File: src/source/hackPkg.sv
/*
 * Shared HACK definitions: word type, instruction field positions,
 * memory map addresses, comp and jump encodings
 */
`default_nettype none
package hackPkg;

	typedef logic [15:0] hackWord; // data and instruction word

	localparam int unsigned instrMsb = 15; // 1 = C-instruction
	localparam int unsigned compMsb = 12; // a bit
	localparam int unsigned compLsb = 6; // c6
	localparam int unsigned destABit = 5;
	localparam int unsigned destDBit = 4;
	localparam int unsigned destMBit = 3;
	localparam int unsigned jumpMsb = 2;
	localparam int unsigned jumpLsb = 0;

	localparam int unsigned ramWords = 3584; // 0-3583
	localparam int unsigned ramAddrBits = 12;
	localparam int unsigned progWords = 256;
	localparam int unsigned progAddrBits = 8;
	localparam hackWord ledAddr = 16'd4096;
	localparam hackWord butAddr = 16'd4097;
	localparam hackWord debugAddr = 16'd4107;

	// a bit followed by c1..c6 (zx nx zy ny f no)
	typedef enum logic [6:0] {
		compZero = 7'b0101010, compOne = 7'b0111111, compMinusOne = 7'b0111010,
		compD = 7'b0001100, compA = 7'b0110000, compNotD = 7'b0001101,
		compNotA = 7'b0110001, compNegD = 7'b0001111, compNegA = 7'b0110011,
		compDPlus1 = 7'b0011111, compAPlus1 = 7'b0110111, compDMinus1 = 7'b0001110,
		compAMinus1 = 7'b0110010, compDPlusA = 7'b0000010, compDMinusA = 7'b0010011,
		compAMinusD = 7'b0000111, compDAndA = 7'b0000000, compDOrA = 7'b0010101,
		compM = 7'b1110000, compNotM = 7'b1110001, compNegM = 7'b1110011,
		compMPlus1 = 7'b1110111, compMMinus1 = 7'b1110010, compDPlusM = 7'b1000010,
		compDMinusM = 7'b1010011, compMMinusD = 7'b1000111, compDAndM = 7'b1000000,
		compDOrM = 7'b1010101
	} compCode;

	typedef enum logic [2:0] {
		jmpNever = 3'b000, jmpGt = 3'b001, jmpEq = 3'b010, jmpGe = 3'b011,
		jmpLt = 3'b100, jmpNe = 3'b101, jmpLe = 3'b110, jmpAlways = 3'b111
	} jumpCond;

endpackage
`default_nettype wire

File: src/source/hackAlu.sv
/*
 * HACK ALU: zero/negate inputs, add or and, negate output,
 * zero and negative flags
 */
`timescale 1ns/100ps
`default_nettype none
module hackAlu import hackPkg::*; (
	input  hackWord x,      // D register
	input  hackWord y,      // A register or M
	input  logic    zx,     // zero x
	input  logic    nx,     // negate x
	input  logic    zy,     // zero y
	input  logic    ny,     // negate y
	input  logic    f,      // 1 = x+y, 0 = x&y
	input  logic    no,     // negate out
	output hackWord result,
	output logic    zr,     // result == 0
	output logic    ng      // result[15]
);

	hackWord xZero, yZero; // after zx/zy
	hackWord xIn, yIn;     // after nx/ny
	hackWord fOut;         // add or and

	assign xZero = zx ? '0 : x;
	assign yZero = zy ? '0 : y;
	assign xIn   = nx ? ~xZero : xZero; // bitwise not
	assign yIn   = ny ? ~yZero : yZero;

	// Two's complement add wraps at 16 bits
	assign fOut   = f ? (xIn + yIn) : (xIn & yIn);
	assign result = no ? ~fOut : fOut;

	assign zr = (result == '0);
	assign ng = result[15]; // sign bit

endmodule
`default_nettype wire

File: config.mk
export PLATFORM = sky130hd
export DESIGN_NAME = hackAlu
export DESIGN_NICKNAME = d
export VERILOG_FILES = /design/src/source/hackPkg.sv /design/src/source/hackAlu.sv
export SDC_FILE = /design/constraint.sdc
export NUM_CORES = 1
export LEC_CHECK = 0
export ABC_AREA = 1
export BUFFER_PORTS_ARGS = -buffer_cell sky130_fd_sc_hd__buf_2
export CORE_UTILIZATION = 57
export DETAILED_ROUTE_END_ITERATION = 8
export PLACE_DENSITY_LB_ADDON = 0.15
export RECOVER_POWER = 100
export SETUP_SLACK_MARGIN = 0.15
export SYNTH_ARGS = -nofsm -noshare
export SYNTH_HDL_FRONTEND = slang
export SYNTH_SLANG_ARGS = --single-unit
export TNS_END_PERCENT = 50
File: constraint.sdc
create_clock -name vclk -period 3.3
set_input_delay 0.165 -clock vclk [all_inputs]
set_output_delay 0.165 -clock vclk [all_outputs]
set_load 0.005 [all_outputs]
==> run_results.csv <==
group,metric,value,unit
outcome,status,"complete, no violations",
min_path,min_path_type,"in2out",
worst_setup_path,worstSetupStartpointType,"input pin",
die,io_pins,56,
worst_setup_path,crit_path_end_kind,"output pin",
global_routing,grt_overflow_total,0,
power,power_density,269,nW/um2
power,vdd_ir_drop_max,0.114,mV
route,ant_nets,0,
worst_setup_path,slowest_delay,430,ps
place,place.gp.congestion,0.927,
die,die_y,63.1,um
global_routing,grt_pass1_wl,9050,um
worst_setup_path,cp_common_cell,"nand2_1",
timing,finalHoldViolations,0,
route,via_per_inst,4.89,
final_layout,synthToLayoutAreaGrowth,12.7,%
global_routing,antenna_found_initial,0,
die,start_util,61.4,%
final_layout,clock_buffers,0,
die,die_w,63.1,um
clocking,cts_hold_buffers,0,
global_routing,grt_max_degree,24,
global_routing,grt_pass1_vias,2105,
power,power.total,0.647,mW
final_layout,multi_input_area,1740,um2
final_layout,diodes,0,
worst_setup_path,worstPathArrival,2610,ps
worst_setup_path,crit_type,"in2out",
yosys,yosys.area.top_type,"nand2_1",
final_layout,fillers,361,
run,maxCapViolations,0,
die,die-area,3990,um2
die,coreArea,3470,um2
final_layout,seq_cell_count,0,
route,wl_per_cell,9.90,um
worst_setup_path,crit_chain,"buf_2 > inv_1 > buf_4 > nand2_1 > xor2_1 > inv_1 > ha_1 > fa_1 > nand3_1 > nand2_1 > nand2_1 > nand2_1 > nand2_1 > nand3_1 > nand2_1 > nand2_1 > nand2_1 > nand2_1 > nor2_1 > nand3_1 > nor2_1 > buf_2",
yosys,yosys.area_share.adder,10.3,%
timing,hold_slack,823,ps
timing,final.setup.tns,0,ps
route,drcViolationCount,0,
timing,fin_crit_sh,84.2,%
yosys,synth_compound_area_share,3.11,%
final_layout,regArea,0,um2
yosys,ys_seq_area_share,0,%
place,place_area,2420,um2
timing,period_needed,2780,ps
yosys,synth_simple_gate_area_share,56.1,%
worst_setup_path,path_max_fanout,16,
yosys,synthMuxAreaShare,0,%
final_layout,fin_nets,526,
clocking,postCtsSetupBuffers,0,
yosys,ys.warnings.count,0,
timing,relSlewSlack,65.7,%
place,io_buffer_count,56,
route,firstDrtPassIters,4,
place,dpl.hpwl,4370,um
final_layout,fin_area,2400,um2
timing,fmax,360,MHz
timing,slew_viol_final,0,
yosys,syn_nets,478,
die,num_rows,21,
global_routing,track_usage,26.7,%
timing,setup_viol,0,
yosys,synth_cell_type_count,25,
power,p_leak,1.57,nW
yosys,avgSynthCellArea,5.04,um2
worst_setup_path,required,3130,ps
yosys,ys_top_cells_by_area,"nand2_1 30%, inv_1 13%, xor2_1 13%",
timing,rsz0062_at_grt,"false",
route,drt_iter0_drc,182,
min_path,min_path_cells,5,
yosys,syn_area,2130,um2
yosys,synth-xor-area-share,13.2,%
final_layout,utilization,69.3,%
worst_setup_path,slowest_stage,"fa_1",
route,vias,2517,
yosys,synth_top_family_by_area,"simple AND/OR/NAND/NOR gates",
timing,tightest_slew,514,ps
route,wl,5100,um
yosys,synth.top_cell.area_share,29.8,%
final_layout,drive_gt1_share,17.3,%
yosys,synthCells,423,
-- layout by cell type, fill, tap and decap left out, drive strengths merged --
| master | synthesis | routed |
|---|---|---|
| nand4 | 3 | 3 |
| nor2 | 19 | 19 |
| xor2 | 31 | 31 |
| o21bai | 1 | 1 |
| and2 | 1 | 1 |
| buf | 8 | 58 |
| nand3 | 62 | 62 |
| nand2 | 179 | 179 |
| nor3 | 1 | 1 |
| fa | 1 | 1 |
| nand3b | 2 | 2 |
| a21oi | 11 | 11 |
| inv | 80 | 80 |
| clkbuf | 5 | 1 |
| xnor2 | 1 | 1 |
| ha | 16 | 16 |
| or2 | 2 | 2 |
-- logic make-up after synthesis --
| group | Yosys count |
|---|---|
| AO/OA/AOI/OAI | 12 |
| XOR/XNOR | 32 |
| adder cells (fa/ha/maj) | 17 |
| buffers and inverters | 93 |
| AND/OR/NAND/NOR | 269 |
-- timing repair --
action | CTS | global route
hold endpoints to repair | 0 | 0
gates resized for setup | 0 | 1
setup endpoints to repair | 0 | 1
-- layout make-up --
| cell class | instances | area share, % |
|---|---|---|
| Tap cell | 46 | 2.40 |
| Multi-Input combinational cell | 330 | 72.6 |
| Timing Repair Buffer | 59 | 12.6 |
| Inverter | 80 | 12.5 |
-- final timing paths --
path | start | end | slack [ps]
worst max-delay path | zy | zr | 520
worst min-delay path | no | result[1] | 820
-- synthesized netlist by cell type --
cell type / instances
a21oi_1: 10
a21oi_2: 1
and2_1: 1
buf_2: 6
buf_4: 1
buf_6: 1
clkbuf_1: 5
fa_1: 1
ha_1: 16
inv_1: 76
inv_2: 4
nand2_1: 169
nand2_2: 10
nand3_1: 54
nand3_2: 8
nand3b_1: 2
nand4_1: 3
nor2_1: 15
nor2_2: 3
nor2_4: 1
nor3_2: 1
o21bai_1: 1
or2_2: 2
xnor2_1: 1
xor2_1: 31
-- where the power goes --
part	internal (mW)	total, mW	switching [mW]	leakage (nW)
logic	0.246	0.647	0.401	1.57
clock network	0	0	0	0
registers	0	0	0	0
total	0.246	0.647	0.401	1.57
-- worst max-delay path, delay by kind of cell --
family / cells / cell delay [ps]
adder cells (fa/ha/maj): 2 / 680
AND/OR/NAND/NOR: 14 / 1140
buffers and inverters: 5 / 470
XOR/XNOR: 1 / 150
-- per-layer routing --
layer	vias to the layer above	GRT usage, %	wire, um
met1	1053	39.3	2610
met2	87	45.0	2170
li1	1375	-	-
met3	2	0	296
met5	-	0	0
met4	0	1.45	28
-- through the flow --
step | worst slack (ps) | cells
4_1_cts | 482 | 515
3_5_place_dp | 485 | 515
2_1_floorplan | 658 | 423
3_3_place_gp | 585 | 515
5_1_grt | 88.0 | 515
6_report | 520 | 515
Power figures use the tool's default switching activity.
