==> config.mk <==
export PLATFORM = sky130hd
export DESIGN_NAME = hackRegisters
export DESIGN_NICKNAME = d
export VERILOG_FILES = /design/src/source/hackPkg.sv /design/src/source/hackRegisters.sv
export SDC_FILE = /design/constraint.sdc
export NUM_CORES = 1
export LEC_CHECK = 0
export BUFFER_PORTS_ARGS = -buffer_cell sky130_fd_sc_hd__buf_4
export CORE_MARGIN = 2
export CORE_UTILIZATION = 43
export DETAILED_ROUTE_END_ITERATION = 8
export GPL_ROUTABILITY_DRIVEN = 0
export GPL_TIMING_DRIVEN = 0
export PLACE_DENSITY = 0.84
export SETUP_SLACK_MARGIN = 0.4
export SLEW_MARGIN = 25
export SYNTH_ARGS = -nofsm -noshare
export SYNTH_HDL_FRONTEND = slang
export SYNTH_SLANG_ARGS = --single-unit
==> constraint.sdc <==
create_clock -name clk -period 1.4 [get_ports clk]
set_input_delay 0.14 -clock clk [delete_from_list [all_inputs] [get_ports clk]]
set_output_delay 0.14 -clock clk [all_outputs]
set_load 0.02 [all_outputs]
==> src/source/hackPkg.sv <==
/*
 * Shared HACK definitions: word type, instruction field positions,
 * memory map addresses, comp and jump encodings
 */
`default_nettype none
package hackPkg;

	typedef logic [15:0] hackWord; // data and instruction word

	localparam int unsigned instrMsb = 15; // 1 = C-instruction
	localparam int unsigned compMsb = 12; // a bit
	localparam int unsigned compLsb = 6; // c6
	localparam int unsigned destABit = 5;
	localparam int unsigned destDBit = 4;
	localparam int unsigned destMBit = 3;
	localparam int unsigned jumpMsb = 2;
	localparam int unsigned jumpLsb = 0;

	localparam int unsigned ramWords = 3584; // 0-3583
	localparam int unsigned ramAddrBits = 12;
	localparam int unsigned progWords = 256;
	localparam int unsigned progAddrBits = 8;
	localparam hackWord ledAddr = 16'd4096;
	localparam hackWord butAddr = 16'd4097;
	localparam hackWord debugAddr = 16'd4107;

	// a bit followed by c1..c6 (zx nx zy ny f no)
	typedef enum logic [6:0] {
		compZero = 7'b0101010, compOne = 7'b0111111, compMinusOne = 7'b0111010,
		compD = 7'b0001100, compA = 7'b0110000, compNotD = 7'b0001101,
		compNotA = 7'b0110001, compNegD = 7'b0001111, compNegA = 7'b0110011,
		compDPlus1 = 7'b0011111, compAPlus1 = 7'b0110111, compDMinus1 = 7'b0001110,
		compAMinus1 = 7'b0110010, compDPlusA = 7'b0000010, compDMinusA = 7'b0010011,
		compAMinusD = 7'b0000111, compDAndA = 7'b0000000, compDOrA = 7'b0010101,
		compM = 7'b1110000, compNotM = 7'b1110001, compNegM = 7'b1110011,
		compMPlus1 = 7'b1110111, compMMinus1 = 7'b1110010, compDPlusM = 7'b1000010,
		compDMinusM = 7'b1010011, compMMinusD = 7'b1000111, compDAndM = 7'b1000000,
		compDOrM = 7'b1010101
	} compCode;

	typedef enum logic [2:0] {
		jmpNever = 3'b000, jmpGt = 3'b001, jmpEq = 3'b010, jmpGe = 3'b011,
		jmpLt = 3'b100, jmpNe = 3'b101, jmpLe = 3'b110, jmpAlways = 3'b111
	} jumpCond;

endpackage
`default_nettype wire

==> src/source/hackRegisters.sv <==
/*
 * CPU state: A, D and PC registers
 * PC increments or loads A on a taken jump
 */
`timescale 1ns/100ps
`default_nettype none
module hackRegisters import hackPkg::*; (
	input  wire     clk,
	input  logic    reset,       // sync, active high
	input  hackWord instruction, // @value source
	input  hackWord aluResult,
	input  logic    loadA,
	input  logic    loadD,
	input  logic    selAFromAlu, // 1 = A from ALU
	input  logic    takeJump,
	output hackWord aRegister,   // also addressM
	output hackWord dRegister,
	output hackWord pc           // next instruction address
);

	hackWord aNext; // A load source

	assign aNext = selAFromAlu ? aluResult : instruction;

	// A and D
	always_ff @(posedge clk) begin
		if (reset) begin
			aRegister <= '0;
			dRegister <= '0;
		end else begin
			if (loadA)
				aRegister <= aNext;
			if (loadD)
				dRegister <= aluResult; // D=comp
		end
	end

	// PC, jump target is A before this edge
	always_ff @(posedge clk) begin
		if (reset)
			pc <= '0; // restart at 0
		else if (takeJump)
			pc <= aRegister;
		else
			pc <= pc + 16'd1;
	end

endmodule
`default_nettype wire

==> impl_metrics.json <==
{
  "status": "finished, final reports clean",
  "worst-path-max-fanout": 5,
  "pwr_density_cell_nw_per_um2": 995,
  "cts_tree": "built",
  "cp-start-kind": "flip-flop",
  "sw_frac_of_total": 0.274,
  "drv_slew": 0,
  "fp.dieW_um": 74.6,
  "cp-end-kind": "flip-flop",
  "wirelength_um": 5910,
  "ys.warnings.count": 0,
  "cts-buffers-inserted": 5,
  "grt_overflow": 0,
  "route.met2.wl_um": 3030,
  "drt_pass1_iterations": 4,
  "start_util": 0.451,
  "stdcell_count": 391,
  "synth_seq_cells": 48,
  "nNetsFinal": 362,
  "io_pins": 86,
  "netlist_area_um2": 2140,
  "place_inst": 375,
  "comb_power_share": 0.199,
  "cts.htree.levels": 2,
  "ant_nets": 0,
  "rsz0062_at_grt": "yes",
  "vias": 1974,
  "syn_nets": 266,
  "setup_viol": 0,
  "fmax_mhz": 757,
  "fin_tns_setup_ns": 0,
  "cts_num_sinks": 48,
  "synth_edf_count": 0,
  "worst_ep_required_time_ns": 1.60,
  "top_layer_used": "met4",
  "antenna_found_initial": 0,
  "total_power_mw": 3.19,
  "dieArea_um2": 5560,
  "synth-async-reset-ratio": 0,
  "die_h_um": 74.6,
  "hold_class": "in -> reg",
  "final_common_cell": "buf_4",
  "period_share": 0.944,
  "synth_cell_types": 29,
  "clock_power_share": 0.318,
  "grt_max_degree": 15,
  "worstSetupPathType": "reg -> reg",
  "pwr-share-seq": 0.483,
  "drt_iter0_drc": 67,
  "io_buffers": 81,
  "path_clk_slew_ns": 0.09,
  "antenna-diode-count": 0,
  "finalHoldViolCount": 0,
  "clock_latency_ns": 0.30,
  "coreArea_um2": 4750,
  "skew_ns": 0.00938,
  "hpwl_um": 4300,
  "drive_gt1_frac": 0.438,
  "p_leak_nw": 1.49,
  "wl_per_cell_um": 15.1,
  "worstPathArrival_ns": 1.52,
  "worst_pin_slew_ns": 0.504,
  "seq_area_frac_synth": 0.449,
  "drt-met1-wl_um": 2410,
  "netSwitchingPower_mw": 0.874,
  "grt_first_pass_wirelength_um": 9110,
  "post-route-util": 0.675,
  "min_period_ns": 1.32,
  "syn_avg_cell_area_um2": 9.44,
  "syn_to_final_growth_pct": 49.8,
  "num_rows": 25,
  "p_int_mw": 2.32,
  "final_cell_mix": "85 x buf_4, 39 x nor2_1, 35 x mux2i_1, 25 x dfxtp_1, 16 x a211oi_1",
  "synthFlopType": "dfxtp_1",
  "cts_hold_buf": 0,
  "wl_met3_um": 332,
  "postSynthCellCount": 227,
  "grt.total_usage": 0.215,
  "drc": 0,
  "ir_worst_vdd_mv": 0.612,
  "clockBufferDepth": 2,
  "slew-limit-headroom": 0.664,
  "drv_cap": 0,
  "grt_pass1_vias": 1902,
  "cts_root_buffer": "clkbuf_8",
  "vias_per_cell": 5.05
}
-- repair_timing --
item                                    in CTS  in global routing
setup buffers                                6                  2
endpoints found under the setup margin      17                 25
endpoints found under the hold margin        0                  0
pin swaps                                   13                  5
resized for setup                           12                 14
-- critical path, cell delays in order (launching register included) --
cell and delay [ns]:
dfxtp_4 0.39, ha_4 0.14, and4_4 0.23, nand4_1 0.13
xnor2_1 0.17, o21a_1 0.17
-- routing by layer --
metal  global-route usage  vias to the layer above
li1                     -                      986
met1                0.260                      912
met2                0.372                       65
met3               0.0474                       11
met4               0.0873                        0
met5                    0                        -
-- through the flow --
step | area [µm²] | hold WS, ns | setup slack, ns
finish | 3210 | 0.0877 | 0.0784
detailed placement | 2910 | 0.402 | 0.0457
floorplan | 2220 | 0.287 | 0.102
global route | 3210 | 0.0908 | 0.0261
global placement | 2910 | 0.383 | 0.0600
CTS | 3150 | 0.0817 | 0.0635
-- cells by family (layout without fill, tap and decap cells) --
| group | Yosys count | in the layout | synth area share |
|---|---|---|---|
| AND/OR/NAND/NOR | 65 | 65 | 0.147 |
| adder cells (fa/ha/maj) | 1 | 1 | 0.00584 |
| buffers and inverters | 24 | 121 | 0.0532 |
| flip-flops | 48 | 48 | 0.449 |
| XOR/XNOR | 12 | 12 | 0.0491 |
| AO/OA/AOI/OAI | 42 | 42 | 0.133 |
| multiplexers | 35 | 35 | 0.164 |
-- power groups by stage --
stage,sequential [mW],clock [mW],combinational (mW)
after floorplan,1.66,0,0.232
after global placement,1.57,0,0.595
after detailed placement,1.57,0,0.609
after CTS,1.54,1.02,0.627
after global routing,1.56,1.09,0.685
final,1.54,1.02,0.634
-- layout make-up --
cell class,count,area (µm²)
fillers,392,1550
multi-input cells,155,1170
flip-flops and latches,48,1020
repair buffers,89,696
clock buffers,8,121
well taps,67,83.8
plain buffers,15,80.1
inverters,9,33.8
-- final timing paths --
kind / startpoint / to / slack, ns / depth (start not counted)
worst max-delay path: pc[1] / pc[8] / 0.08 / 5
worst min-delay path: aluResult[11] / dRegister[11] / 0.09 / 3
worst max register to register: pc[1] / pc[8] / 0.08 / 5
worst min register to register: aRegister[7] / pc[7] / 0.50 / 2
-- synthesized netlist by cell type, types with 2 or more instances --
cell / instances / area share
mux2i_1: 35 / 0.16
buf_1: 2 / 0.0035
nand4_1: 4 / 0.012
a211oi_1: 16 / 0.056
xnor2_1: 8 / 0.033
buf_6: 2 / 0.011
o21a_1: 9 / 0.032
and4_1: 2 / 0.0082
o21ai_0: 2 / 0.0047
dfxtp_1: 48 / 0.45
xor2_1: 4 / 0.016
or3_1: 2 / 0.0058
a21oi_1: 11 / 0.026
nor4_1: 3 / 0.0088
nand2_1: 6 / 0.011
a21o_1: 2 / 0.0070
buf_2: 4 / 0.0093
a21oi_2: 2 / 0.0082
nor2_1: 39 / 0.068
nand3_1: 4 / 0.0093
clkbuf_1: 6 / 0.011
inv_1: 9 / 0.016
-- flip-flops by register name (all words and copies together), names as in the netlist --
name and count:
aRegister 16, dRegister 16, pc 16
(Power assumes the default switching activity.)
