File: src/source/hackPkg.sv
/*
 * Shared HACK definitions: word type, instruction field positions,
 * memory map addresses, comp and jump encodings
 */
`default_nettype none
package hackPkg;

	typedef logic [15:0] hackWord; // data and instruction word

	localparam int unsigned instrMsb = 15; // 1 = C-instruction
	localparam int unsigned compMsb = 12; // a bit
	localparam int unsigned compLsb = 6; // c6
	localparam int unsigned destABit = 5;
	localparam int unsigned destDBit = 4;
	localparam int unsigned destMBit = 3;
	localparam int unsigned jumpMsb = 2;
	localparam int unsigned jumpLsb = 0;

	localparam int unsigned ramWords = 3584; // 0-3583
	localparam int unsigned ramAddrBits = 12;
	localparam int unsigned progWords = 256;
	localparam int unsigned progAddrBits = 8;
	localparam hackWord ledAddr = 16'd4096;
	localparam hackWord butAddr = 16'd4097;
	localparam hackWord debugAddr = 16'd4107;

	// a bit followed by c1..c6 (zx nx zy ny f no)
	typedef enum logic [6:0] {
		compZero = 7'b0101010, compOne = 7'b0111111, compMinusOne = 7'b0111010,
		compD = 7'b0001100, compA = 7'b0110000, compNotD = 7'b0001101,
		compNotA = 7'b0110001, compNegD = 7'b0001111, compNegA = 7'b0110011,
		compDPlus1 = 7'b0011111, compAPlus1 = 7'b0110111, compDMinus1 = 7'b0001110,
		compAMinus1 = 7'b0110010, compDPlusA = 7'b0000010, compDMinusA = 7'b0010011,
		compAMinusD = 7'b0000111, compDAndA = 7'b0000000, compDOrA = 7'b0010101,
		compM = 7'b1110000, compNotM = 7'b1110001, compNegM = 7'b1110011,
		compMPlus1 = 7'b1110111, compMMinus1 = 7'b1110010, compDPlusM = 7'b1000010,
		compDMinusM = 7'b1010011, compMMinusD = 7'b1000111, compDAndM = 7'b1000000,
		compDOrM = 7'b1010101
	} compCode;

	typedef enum logic [2:0] {
		jmpNever = 3'b000, jmpGt = 3'b001, jmpEq = 3'b010, jmpGe = 3'b011,
		jmpLt = 3'b100, jmpNe = 3'b101, jmpLe = 3'b110, jmpAlways = 3'b111
	} jumpCond;

endpackage
`default_nettype wire

File: src/source/hackControl.sv
/*
 * HACK instruction decoder: A/C split, dest strobes,
 * ALU control bits, memory write and jump decision
 */
`timescale 1ns/100ps
`default_nettype none
module hackControl import hackPkg::*; (
	input  hackWord instruction, // current ROM word
	input  logic    zr,          // ALU result == 0
	input  logic    ng,          // ALU result < 0
	output logic    loadA,
	output logic    loadD,
	output logic    selAFromAlu, // 0 = A takes instruction
	output logic    selYFromM,   // 1 = y from RAM/IO
	output logic    zx,
	output logic    nx,
	output logic    zy,
	output logic    ny,
	output logic    f,
	output logic    no,
	output logic    writeM,
	output logic    takeJump
);

	logic    isC;      // C-instruction
	compCode comp;     // a + c1..c6
	jumpCond jump;     // j1..j3
	logic    condMet;  // jump condition vs flags

	assign isC  = instruction[instrMsb];
	assign comp = compCode'(instruction[compMsb:compLsb]);
	assign jump = jumpCond'(instruction[jumpMsb:jumpLsb]);

	// Field decode, everything except loadA held low for A-instructions
	always_comb begin
		loadA       = 1'b1; // @value
		loadD       = 1'b0;
		selAFromAlu = 1'b0;
		selYFromM   = 1'b0;
		zx          = 1'b0;
		nx          = 1'b0;
		zy          = 1'b0;
		ny          = 1'b0;
		f           = 1'b0;
		no          = 1'b0;
		writeM      = 1'b0;
		if (isC) begin
			loadA       = instruction[destABit];
			loadD       = instruction[destDBit];
			writeM      = instruction[destMBit];
			selAFromAlu = 1'b1; // A=comp
			selYFromM   = comp[6]; // a bit
			zx          = comp[5];
			nx          = comp[4];
			zy          = comp[3];
			ny          = comp[2];
			f           = comp[1]; // 1 = add, 0 = and
			no          = comp[0];
		end
	end

	// Jump condition against current ALU flags
	always_comb begin
		case (jump)
			jmpNever:  condMet = 1'b0;
			jmpGt:     condMet = !zr && !ng;
			jmpEq:     condMet = zr;
			jmpGe:     condMet = !ng;
			jmpLt:     condMet = ng;
			jmpNe:     condMet = !zr;
			jmpLe:     condMet = zr || ng;
			jmpAlways: condMet = 1'b1;
		endcase
	end

	assign takeJump = isC && condMet; // A-instr never jumps

endmodule
`default_nettype wire

File: config.mk
export PLATFORM = sky130hd
export DESIGN_NAME = hackControl
export DESIGN_NICKNAME = d
export VERILOG_FILES = /design/src/source/hackPkg.sv /design/src/source/hackControl.sv
export SDC_FILE = /design/constraint.sdc
export NUM_CORES = 1
export LEC_CHECK = 0
export BUFFER_PORTS_ARGS = -buffer_cell sky130_fd_sc_hd__buf_4
export CORE_AREA = 2 2 39 41
export DETAILED_ROUTE_END_ITERATION = 8
export DIE_AREA = 0 0 41 43
export GPL_ROUTABILITY_DRIVEN = 0
export GPL_TIMING_DRIVEN = 0
export SLEW_MARGIN = 15
export SYNTH_ARGS = -nofsm -noshare
export SYNTH_HDL_FRONTEND = slang
export SYNTH_SLANG_ARGS = --single-unit
File: constraint.sdc
create_clock -name vclk -period 0.8
set_input_delay 0 -clock vclk [all_inputs]
set_output_delay 0 -clock vclk [all_outputs]
set_load 0.03 [all_outputs]
==> results of run 1 <==
## where the power goes
group | internal (mW) | switching (mW) | leakage [nW]
Combinational | 0.113 | 0.106 | 0.185
Clock | 0 | 0 | 0
Sequential | 0 | 0 | 0
Total | 0.113 | 0.106 | 0.185
## per-stage QoR
| stage | total power, mW | cell area [um^2] |
|---|---|---|
| 2_1_floorplan | 0.1067 | 110.1 |
| 3_3_place_gp | 0.2195 | 340.3 |
| 3_5_place_dp | 0.2221 | 340.3 |
| 4_1_cts | 0.2222 | 340.3 |
| 5_1_grt | 0.2350 | 340.3 |
| 6_report | 0.2187 | 340.3 |
## metal layers
metal	vias to the layer above	track usage, %	part of all wire (%)
li1	114	-	-
met1	93	2.848	25
met2	19	7.500	49
met3	0	0.5236	26
met4	0	0	0
met5	-	0	0
## synthesized netlist by cell type, drive strengths merged
cell,count
and2,9
a211oi,1
nor2b,1
nand2b,1
nand2,1
and3,1
a31oi,1
o21ai,1
buf,2
## cells by family (layout without fill, tap and decap cells)
logic type	after synthesis	in the layout	synth area share, %
AND/OR/NAND/NOR	13	13	71.59
AO/OA/AOI/OAI	3	3	17.05
buffers and inverters	2	30	11.36
## area by class of cell
cell class / instances / area [um^2]
plain buffers: 2 / 12.51
fillers: 161 / 1044
multi-input cells: 16 / 97.59
well taps: 16 / 20.02
repair buffers: 28 / 210.2
## worst max path at each step
stage	from	end	cells past startpoint
floorplan	instruction[1]	takeJump	3
global placement	instruction[1]	takeJump	5
detailed placement	instruction[1]	takeJump	5
CTS	instruction[1]	takeJump	5
global route	instruction[1]	takeJump	5
finish	instruction[1]	takeJump	5
## worst min-delay path, stage by stage
cell                       delay (ns)
sky130_fd_sc_hd__buf_4           0.09
sky130_fd_sc_hd__nand2b_1        0.05
sky130_fd_sc_hd__buf_4           0.16
==> results.txt, run 1 <==
----------------------------------------------------
[Finish]
  Number of non-filler instances in the completed layout ... 62
  Highest-count cells in the layout ignoring fill and taps ... sky130_fd_sc_hd__buf_4, sky130_fd_sc_hd__and2_1
  Final sequential cell count ... 0
  Area Growth Syn to Fin ... 209.1%
  ANT cells ... 0
  Leading cell type in the layout, fill and taps excluded ... sky130_fd_sc_hd__buf_4
  Fraction of layout instances using a drive strength above 1 ... 65.22%
  Utilization after layout ... 24.59%
  Clock buf count ... 0
  Total Nets Final ... 66
  Sequential Area ... 0 um^2

[Floorplanning]
  Vert. Die Dim ... 43 um
  Area of the die ... 0.001763 mm^2
  Width of the die ... 41 um
  Area of the core ... 0.001384 mm^2
  Top-Level Pins ... 30
  Initial Util ... 7.957%
  Cell row count ... 14

[Min path]
  Path class of the lowest-slack min-delay path ... input port to primary output
  Hold path startpoint ... instruction[15]
  Worst hold endpoint ... loadA
  Cell depth of the worst hold path ... 3

[Critical path]
  Critical path's slowest cell ... sky130_fd_sc_hd__a211oi_1
  Kind of start point of the critical path ... input port
  Crit path capture type ... primary output
  Largest stage delay on the critical path ... 0.22 ns
  Most frequent CP cell ... sky130_fd_sc_hd__buf_4
  Required @ worst endpoint ... 0.80 ns
  WP buf/inv ... 2
  Arrival time of data at the critical path endpoint ... 0.71 ns
  Critical path class ... input port to primary output
  Cells along the critical path ... buf_4 > a211oi_1 > a31oi_1 > and3_1 > buf_4
  Peak fanout along the critical path ... 2
  Category of cells accounting for the largest share of critical-path delay ... buffers and inverters

[Placed design]
  Inst Count DP ... 62
  Setup slack at placement ... 0.08735 ns
  Count of input and output buffers ... 28

[Timing]
  Transition at the pin with the smallest max-transition slack ... 0.1887 ns
  Count of endpoints failing setup in the final report ... 0
  Crit share post-route ... 88.57%
  Fin. Hold Viols ... 0
  Least setup slack across all paths after layout ... 0.09143 ns
  Final total negative setup slack ... 0 ns
  Unrepaired setup endpoints after global routing ... no
  Max Transition Viols Final ... 0
  Max-slew headroom ... 87.34%
  Highest Clock Rate ... 1411 MHz
  Min cycle time layout ... 0.7086 ns
  Final hold slack ... 0.2924 ns

[Synthesis]
  Combined area of all synthesized cells ... 110.1 um^2
  Warning count from the yosys run ... 0
  Sequential area share after synthesis ... 0%
  Mean area per synthesized cell ... 6.117 um^2
  Largest area contributor in the netlist ... sky130_fd_sc_hd__and2_1
  Synthesized Nets ... 36
  Post-synthesis instance total ... 18
  Top cells by area in the synthesized netlist ... sky130_fd_sc_hd__and2_1, sky130_fd_sc_hd__a211oi_1, sky130_fd_sc_hd__buf_4
  Number of unique standard cell types used by synthesis ... 10
  Top cell type's share of synthesized area ... 51.14%

[Drt]
  Detailed-route via count ... 226
  Number of remaining DRC errors ... 0
  Post-detailed-route wirelength per cell ... 7.194 um
  Starting DRC count in detailed routing ... 0
  Avg Vias per Cell ... 3.645
  Number of nets with antenna violations after routing ... 0
  Final Routed Wirelength ... 446 um
  Detailed-router iteration count before antenna repair ... 1

[Global route]
  Overflow after GRT ... 0
  Aggregate global-route resource usage ... 3.397%
  Number of antenna violations at the first check in global routing ... 0
  Number of global-route vias before repair ... 126
  Maximum number of pins on one net before global-route repair ... 11
  First-pass GRT wire length ... 455 um

[CTS]
  Total setup buffers inserted after CTS ... 0
  Post-CTS Hold Fix Bufs ... 0
  Post_cts resized ... 0

[Job]
  Number of maximum-capacitance constraint violations ... 0

[Power]
  VDD IR-drop max ... 0.09628 mV
  Power per Cell Area ... 642.6 mW/mm^2
  Total leakage power ... 0.1847 nW

[Outcome]
  Run status ... finished, final reports clean

----------------------------------------------------
Power figures use the tool's default switching activity.
==> inputs of run 2 (changes only) <==
--- a/config.mk
+++ b/config.mk
@@ -13,3 +13,3 @@
 export GPL_TIMING_DRIVEN = 0
-export SLEW_MARGIN = 15
+export SLEW_MARGIN = 20
 export SYNTH_ARGS = -nofsm -noshare
==> constraint.sdc (replaced) <==
create_clock -name vclk -period 0.8
set_input_delay 0.16 -clock vclk [all_inputs]
set_output_delay 0.16 -clock vclk [all_outputs]
set_load 0.03 [all_outputs]
==> results.txt, run 2 (synthesis results as in run 1) <==
----------------------------------------------------
[Critical path]
  Kind of start point of the critical path ... input port (unchanged)
  Arrival time of data at the critical path endpoint ... 0.80 ns (was 0.71 ns)
  Required @ worst endpoint ... 0.64 ns (was 0.80 ns)
  Cells along the critical path ... buf_6 > a211oi_2 > a31oi_1 > and3_4 > buf_6 (was buf_4 > a211oi_1 > a31oi_1 > and3_1 > buf_4)
  Critical path's slowest cell ... sky130_fd_sc_hd__a211oi_2 (was sky130_fd_sc_hd__a211oi_1)
  Crit path capture type ... primary output (unchanged)
  Largest stage delay on the critical path ... 0.20 ns (was 0.22 ns)
  Most frequent CP cell ... sky130_fd_sc_hd__buf_6 (was sky130_fd_sc_hd__buf_4)
  Peak fanout along the critical path ... 3 (was 2)
  Critical path class ... input port to primary output (unchanged)

[Drt]
  Number of remaining DRC errors ... 0 (unchanged)
  Post-detailed-route wirelength per cell ... 8.443 um (was 7.194 um)
  Detailed-route via count ... 201 (was 226)
  Avg Vias per Cell ... 3.295 (was 3.645)
  Detailed-router iteration count before antenna repair ... 1 (unchanged)
  Number of nets with antenna violations after routing ... 0 (unchanged)
  Starting DRC count in detailed routing ... 0 (unchanged)
  Final Routed Wirelength ... 515 um (was 446 um)

[Outcome]
  Violated checks ... setup timing
  Run status ... complete, but fails checks (was finished, final reports clean)

[Finish]
  Total area of multi-input combinational cells ... 107.6 um^2 (was 97.59 um^2)
  Clock buf count ... 0 (unchanged)
  Area Growth Syn to Fin ... 223.9% (was 209.1%)
  Highest-count cells in the layout ignoring fill and taps ... sky130_fd_sc_hd__buf_4, sky130_fd_sc_hd__and2_1, sky130_fd_sc_hd__buf_6 (was sky130_fd_sc_hd__buf_4, sky130_fd_sc_hd__and2_1)
  Utilization after layout ... 25.77% (was 24.59%)
  Fraction of layout instances using a drive strength above 1 ... 68.89% (was 65.22%)
  Total of fill cells in the finished design ... 158 (was 161)
  Sequential Area ... 0 um^2 (unchanged)
  ANT cells ... 0 (unchanged)
  Leading cell type in the layout, fill and taps excluded ... sky130_fd_sc_hd__buf_4 (unchanged)
  Final sequential cell count ... 0 (unchanged)
  Total Nets Final ... 65 (was 66)
  Number of non-filler instances in the completed layout ... 61 (was 62)

[Timing]
  Highest Clock Rate ... 1038 MHz (was 1411 MHz)
  Crit share post-route ... 120.5% (was 88.57%)
  Fin. Hold Viols ... 0 (unchanged)
  Least setup slack across all paths after layout ... -0.1637 ns (was 0.09143 ns)
  Unrepaired setup endpoints after global routing ... yes (was no)
  Transition at the pin with the smallest max-transition slack ... 0.1651 ns (was 0.1887 ns)
  Min cycle time layout ... 0.9637 ns (was 0.7086 ns)
  Final hold slack ... 0.6297 ns (was 0.2924 ns)
  Count of endpoints failing setup in the final report ... 1 (was 0)
  Max-slew headroom ... 88.87% (was 87.34%)
  Max Transition Viols Final ... 0 (unchanged)

[Global route]
  Number of global-route vias before repair ... 169 (was 126)
  Aggregate global-route resource usage ... 5.994% (was 3.397%)
  First-pass GRT wire length ... 807 um (was 455 um)
  Maximum number of pins on one net before global-route repair ... 13 (was 11)
  Overflow after GRT ... 0 (unchanged)
  Number of antenna violations at the first check in global routing ... 0 (unchanged)

[Min path]
  Path class of the lowest-slack min-delay path ... input port to primary output (unchanged)

[Floorplanning]
  Vert. Die Dim ... 43 um (unchanged)
  Top-Level Pins ... 30 (unchanged)
  Area of the core ... 0.001384 mm^2 (unchanged)
  Cell row count ... 14 (unchanged)
  Width of the die ... 41 um (unchanged)
  Initial Util ... 7.957% (unchanged)
  Area of the die ... 0.001763 mm^2 (unchanged)

[Power]
  Total leakage power ... 0.1844 nW (was 0.1847 nW)
  Power per Cell Area ... 652.0 mW/mm^2 (was 642.6 mW/mm^2)
  VDD IR-drop max ... 0.1302 mV (was 0.09628 mV)

[Job]
  Number of maximum-capacitance constraint violations ... 0 (unchanged)

[Placed design]
  Count of input and output buffers ... 28 (unchanged)
  Inst Count DP ... 62 (unchanged)

[CTS]
  Total setup buffers inserted after CTS ... 0 (unchanged)

----------------------------------------------------
-- run 2: cell types whose count changed in the layout (fill, tap and decap cells not counted), sizes merged --
cell / previous run / this run
buf: 30 / 29
-- run 2: worst paths after layout --
| kind | from | to | depth (start not counted) |
|---|---|---|---|
| hold / removal | instruction[5] | loadA | 3 |
| setup / recovery | zr | takeJump | 5 |
-- run 2: per-layer routing --
layer | part of all wire (%) | routed length [um] | GRT usage [%]
met2 | 58 | 301 | 10.63
met1 | 37 | 191 | 8.228
met5 | 0 | 0 | 0
met4 | 0 | 0 | 0
met3 | 4.3 | 22 | 0
-- run 2: layout make-up --
| class | instances | share of cell area, % |
|---|---|---|
| buffer | 1 | 2.105 |
| timing repair buffer | 28 | 62.11 |
| tap | 16 | 5.614 |
| multi-input combinational | 16 | 30.18 |
-- run 2: power breakdown --
group	total [mW]	leakage (nW)	internal (mW)	switching, mW
Sequential	0	0	0	0
Clock	0	0	0	0
Combinational	0.232	0.184	0.121	0.111
Total	0.232	0.184	0.121	0.111
-- run 2: worst max-delay path: cells and delay by family --
family / cells / cell delay [ns]
buffers and inverters: 2 / 0.23
AO/OA/AOI/OAI: 2 / 0.26
AND/OR/NAND/NOR: 1 / 0.15
-- run 2: per-stage QoR --
stage,worst slack [ns],power (mW),setup TNS [ns],area [um^2]
3_3_place_gp,-0.2364,0.2255,-1.166,345.3
5_1_grt,-0.2170,0.2481,-0.2170,356.6
3_5_place_dp,-0.2562,0.2271,-1.184,345.3
2_1_floorplan,0.02027,0.1110,0,115.1
4_1_cts,-0.1653,0.2348,-0.1653,356.6
6_report,-0.1637,0.2325,-0.1637,356.6
-- run 2: what timing repair did --
| action | CTS | global route |
|---|---|---|
| setup endpoints to repair | 10 | 1 |
| gates resized for setup | 4 | 0 |
| hold buffers | 0 | 0 |
| pin swaps | 2 | 1 |
==> inputs of run 3 (changes only) <==
--- a/config.mk
+++ b/config.mk
@@ -8,2 +8,5 @@
 export BUFFER_PORTS_ARGS = -buffer_cell sky130_fd_sc_hd__buf_4
+export CAP_MARGIN = 0
+export CELL_PAD_IN_SITES_DETAIL_PLACEMENT = 0
+export CELL_PAD_IN_SITES_GLOBAL_PLACEMENT = 2
 export CORE_AREA = 2 2 39 41
@@ -13,2 +16,3 @@
 export GPL_TIMING_DRIVEN = 0
+export PLACE_DENSITY_LB_ADDON = 0.1
 export SLEW_MARGIN = 20
==> constraint.sdc (replaced) <==
create_clock -name vclk -period 0.8
set_input_delay 0.16 -clock vclk [all_inputs]
set_output_delay 0.16 -clock vclk [all_outputs]
set_load 0.05 [all_outputs]
==> results.txt, run 3 (synthesis results as in run 1) <==
----------------------------------------------------
[Outcome]
  Run status ... complete, but fails checks (unchanged)
  Violated checks ... setup timing (unchanged)

[Drt]
  Number of remaining DRC errors ... 0 (unchanged)
  Routed wire length on met3 ... 55 um (was 22 um)
  Starting DRC count in detailed routing ... 1 (was 0)
  Detailed-router iteration count before antenna repair ... 3 (was 1)
  Post-detailed-route wirelength per cell ... 9.033 um (was 8.443 um)
  Top routing layer used ... met3 (unchanged)
  Detailed-route via count ... 228 (was 201)
  Avg Vias per Cell ... 3.738 (was 3.295)
  Final Routed Wirelength ... 551 um (was 515 um)
  WL met1 ... 146 um (was 191 um)
  Number of nets with antenna violations after routing ... 0 (unchanged)
  Length of routed met2 wiring ... 348 um (was 301 um)

[Critical path]
  Kind of start point of the critical path ... input port (unchanged)
  Required @ worst endpoint ... 0.64 ns (about the same)
  Crit path capture type ... primary output (unchanged)
  Critical path class ... input port to primary output (unchanged)
  Arrival time of data at the critical path endpoint ... 0.83 ns (was 0.80 ns)
  Peak fanout along the critical path ... 3 (unchanged)

[Finish]
  Fraction of layout instances using a drive strength above 1 ... 88.89% (was 68.89%)
  Final sequential cell count ... 0 (unchanged)
  ANT cells ... 0 (unchanged)
  Utilization after layout ... 31.65% (was 25.77%)
  Highest-count cells in the layout ignoring fill and taps ... sky130_fd_sc_hd__buf_4, sky130_fd_sc_hd__buf_8, sky130_fd_sc_hd__buf_6 (was sky130_fd_sc_hd__buf_4, sky130_fd_sc_hd__and2_1, sky130_fd_sc_hd__buf_6)
  Leading cell type in the layout, fill and taps excluded ... sky130_fd_sc_hd__buf_4 (unchanged)
  Sequential Area ... 0 um^2 (unchanged)
  Total Nets Final ... 65 (unchanged)
  Area Growth Syn to Fin ... 297.7% (was 223.9%)
  Total of fill cells in the finished design ... 148 (was 158)
  Clock buf count ... 0 (unchanged)

[Timing]
  Count of endpoints failing setup in the final report ... 1 (unchanged)
  Crit share post-route ... 124.2% (was 120.5%)
  Max-slew headroom ... 89.52% (was 88.87%)
  Final total negative setup slack ... -0.1938 ns (was -0.1637 ns)
  Min cycle time layout ... 0.9938 ns (was 0.9637 ns)
  Max Transition Viols Final ... 0 (unchanged)
  Unrepaired setup endpoints after global routing ... yes (unchanged)
  Fin. Hold Viols ... 0 (unchanged)
  Least setup slack across all paths after layout ... -0.1938 ns (was -0.1637 ns)
  Transition at the pin with the smallest max-transition slack ... 0.1569 ns (was 0.1651 ns)
  Highest Clock Rate ... 1006 MHz (was 1038 MHz)

[Power]
  VDD IR-drop max ... 0.2662 mV (was 0.1302 mV)
  Total leakage power ... 0.2150 nW (was 0.1844 nW)
  Power per Cell Area ... 776.7 mW/mm^2 (was 652.0 mW/mm^2)

[Global route]
  Aggregate global-route resource usage ... 4.995% (was 5.994%)
  Overflow after GRT ... 0 (unchanged)
  Maximum number of pins on one net before global-route repair ... 13 (unchanged)
  Number of antenna violations at the first check in global routing ... 0 (unchanged)
  Number of global-route vias before repair ... 188 (was 169)
  First-pass GRT wire length ... 669 um (was 807 um)

[Placed design]
  Count of input and output buffers ... 28 (unchanged)

[CTS]
  Post-CTS Hold Fix Bufs ... 0 (unchanged)
  Total setup buffers inserted after CTS ... 0 (unchanged)

[Floorplanning]
  Cell row count ... 14 (unchanged)
  Top-Level Pins ... 30 (unchanged)
  Area of the core ... 0.001384 mm^2 (unchanged)
  Width of the die ... 41 um (unchanged)
  Initial Util ... 7.957% (unchanged)
  Area of the die ... 0.001763 mm^2 (unchanged)
  Vert. Die Dim ... 43 um (unchanged)

[Job]
  Number of maximum-capacitance constraint violations ... 0 (unchanged)

[Min path]
  Path class of the lowest-slack min-delay path ... input port to primary output (unchanged)

----------------------------------------------------
run 3: changes by cell type in the layout (fill, tap and decap cells not counted):
cell and delta:
sky130_fd_sc_hd__and2_2 +4, sky130_fd_sc_hd__buf_6 +3, sky130_fd_sc_hd__o21ai_0 -1, sky130_fd_sc_hd__buf_4 -10
sky130_fd_sc_hd__buf_8 +7, sky130_fd_sc_hd__and2_4 +5, sky130_fd_sc_hd__and2_1 -9, sky130_fd_sc_hd__o21ai_1 +1
run 3: worst paths after layout:
kind / start / to / slack, ns / cells past startpoint
worst max-delay path: zr / takeJump / -0.19 / 5
worst min-delay path: instruction[5] / loadA / 0.66 / 3
run 3: power breakdown:
part | leakage (nW) | switching [mW] | internal, mW
clock | 0 | 0 | 0
combinational | 0.215 | 0.173 | 0.167
sequential | 0 | 0 | 0
total | 0.215 | 0.173 | 0.167
run 3: what timing repair did:
action / 4_1_cts / 5_1_grt
endpoints found under the setup margin: 10 / 10
gates cloned: 0 / 0
gates resized for setup: 15 / 13
pin swaps: 2 / 1
run 3: through the flow:
stage / cell area (um^2) / power, mW / cells / worst slack, ns / hold WS, ns
2_1_floorplan: 122.6 / 0.1644 / 18 / -0.06924 / 0.4871
3_3_place_gp: 352.8 / 0.2773 / 62 / -0.2666 / 0.6339
3_5_place_dp: 352.8 / 0.2805 / 62 / -0.2958 / 0.6373
4_1_cts: 405.4 / 0.3144 / 61 / -0.1765 / 0.6664
5_1_grt: 437.9 / 0.3538 / 61 / -0.2053 / 0.6736
6_report: 437.9 / 0.3401 / 61 / -0.1938 / 0.6625
run 3: layout make-up:
class	instances	area, um^2	share of cell area [%]
timing repair buffer	28	285.3	65.14
multi-input combinational	16	125.1	28.57
tap	16	20.02	4.571
buffer	1	7.507	1.714
run 3: layer usage:
layer,GRT usage [%],vias up
met3,0,0
met5,0,-
met4,0,0
met1,5.696,104
met2,10.00,11
li1,-,113
run 3: worst max-delay path, cell delays in order:
cell,delay [ns]
sky130_fd_sc_hd__buf_6,0.10
sky130_fd_sc_hd__a211oi_2,0.20
sky130_fd_sc_hd__a31oi_1,0.07
sky130_fd_sc_hd__and3_4,0.16
sky130_fd_sc_hd__buf_8,0.14
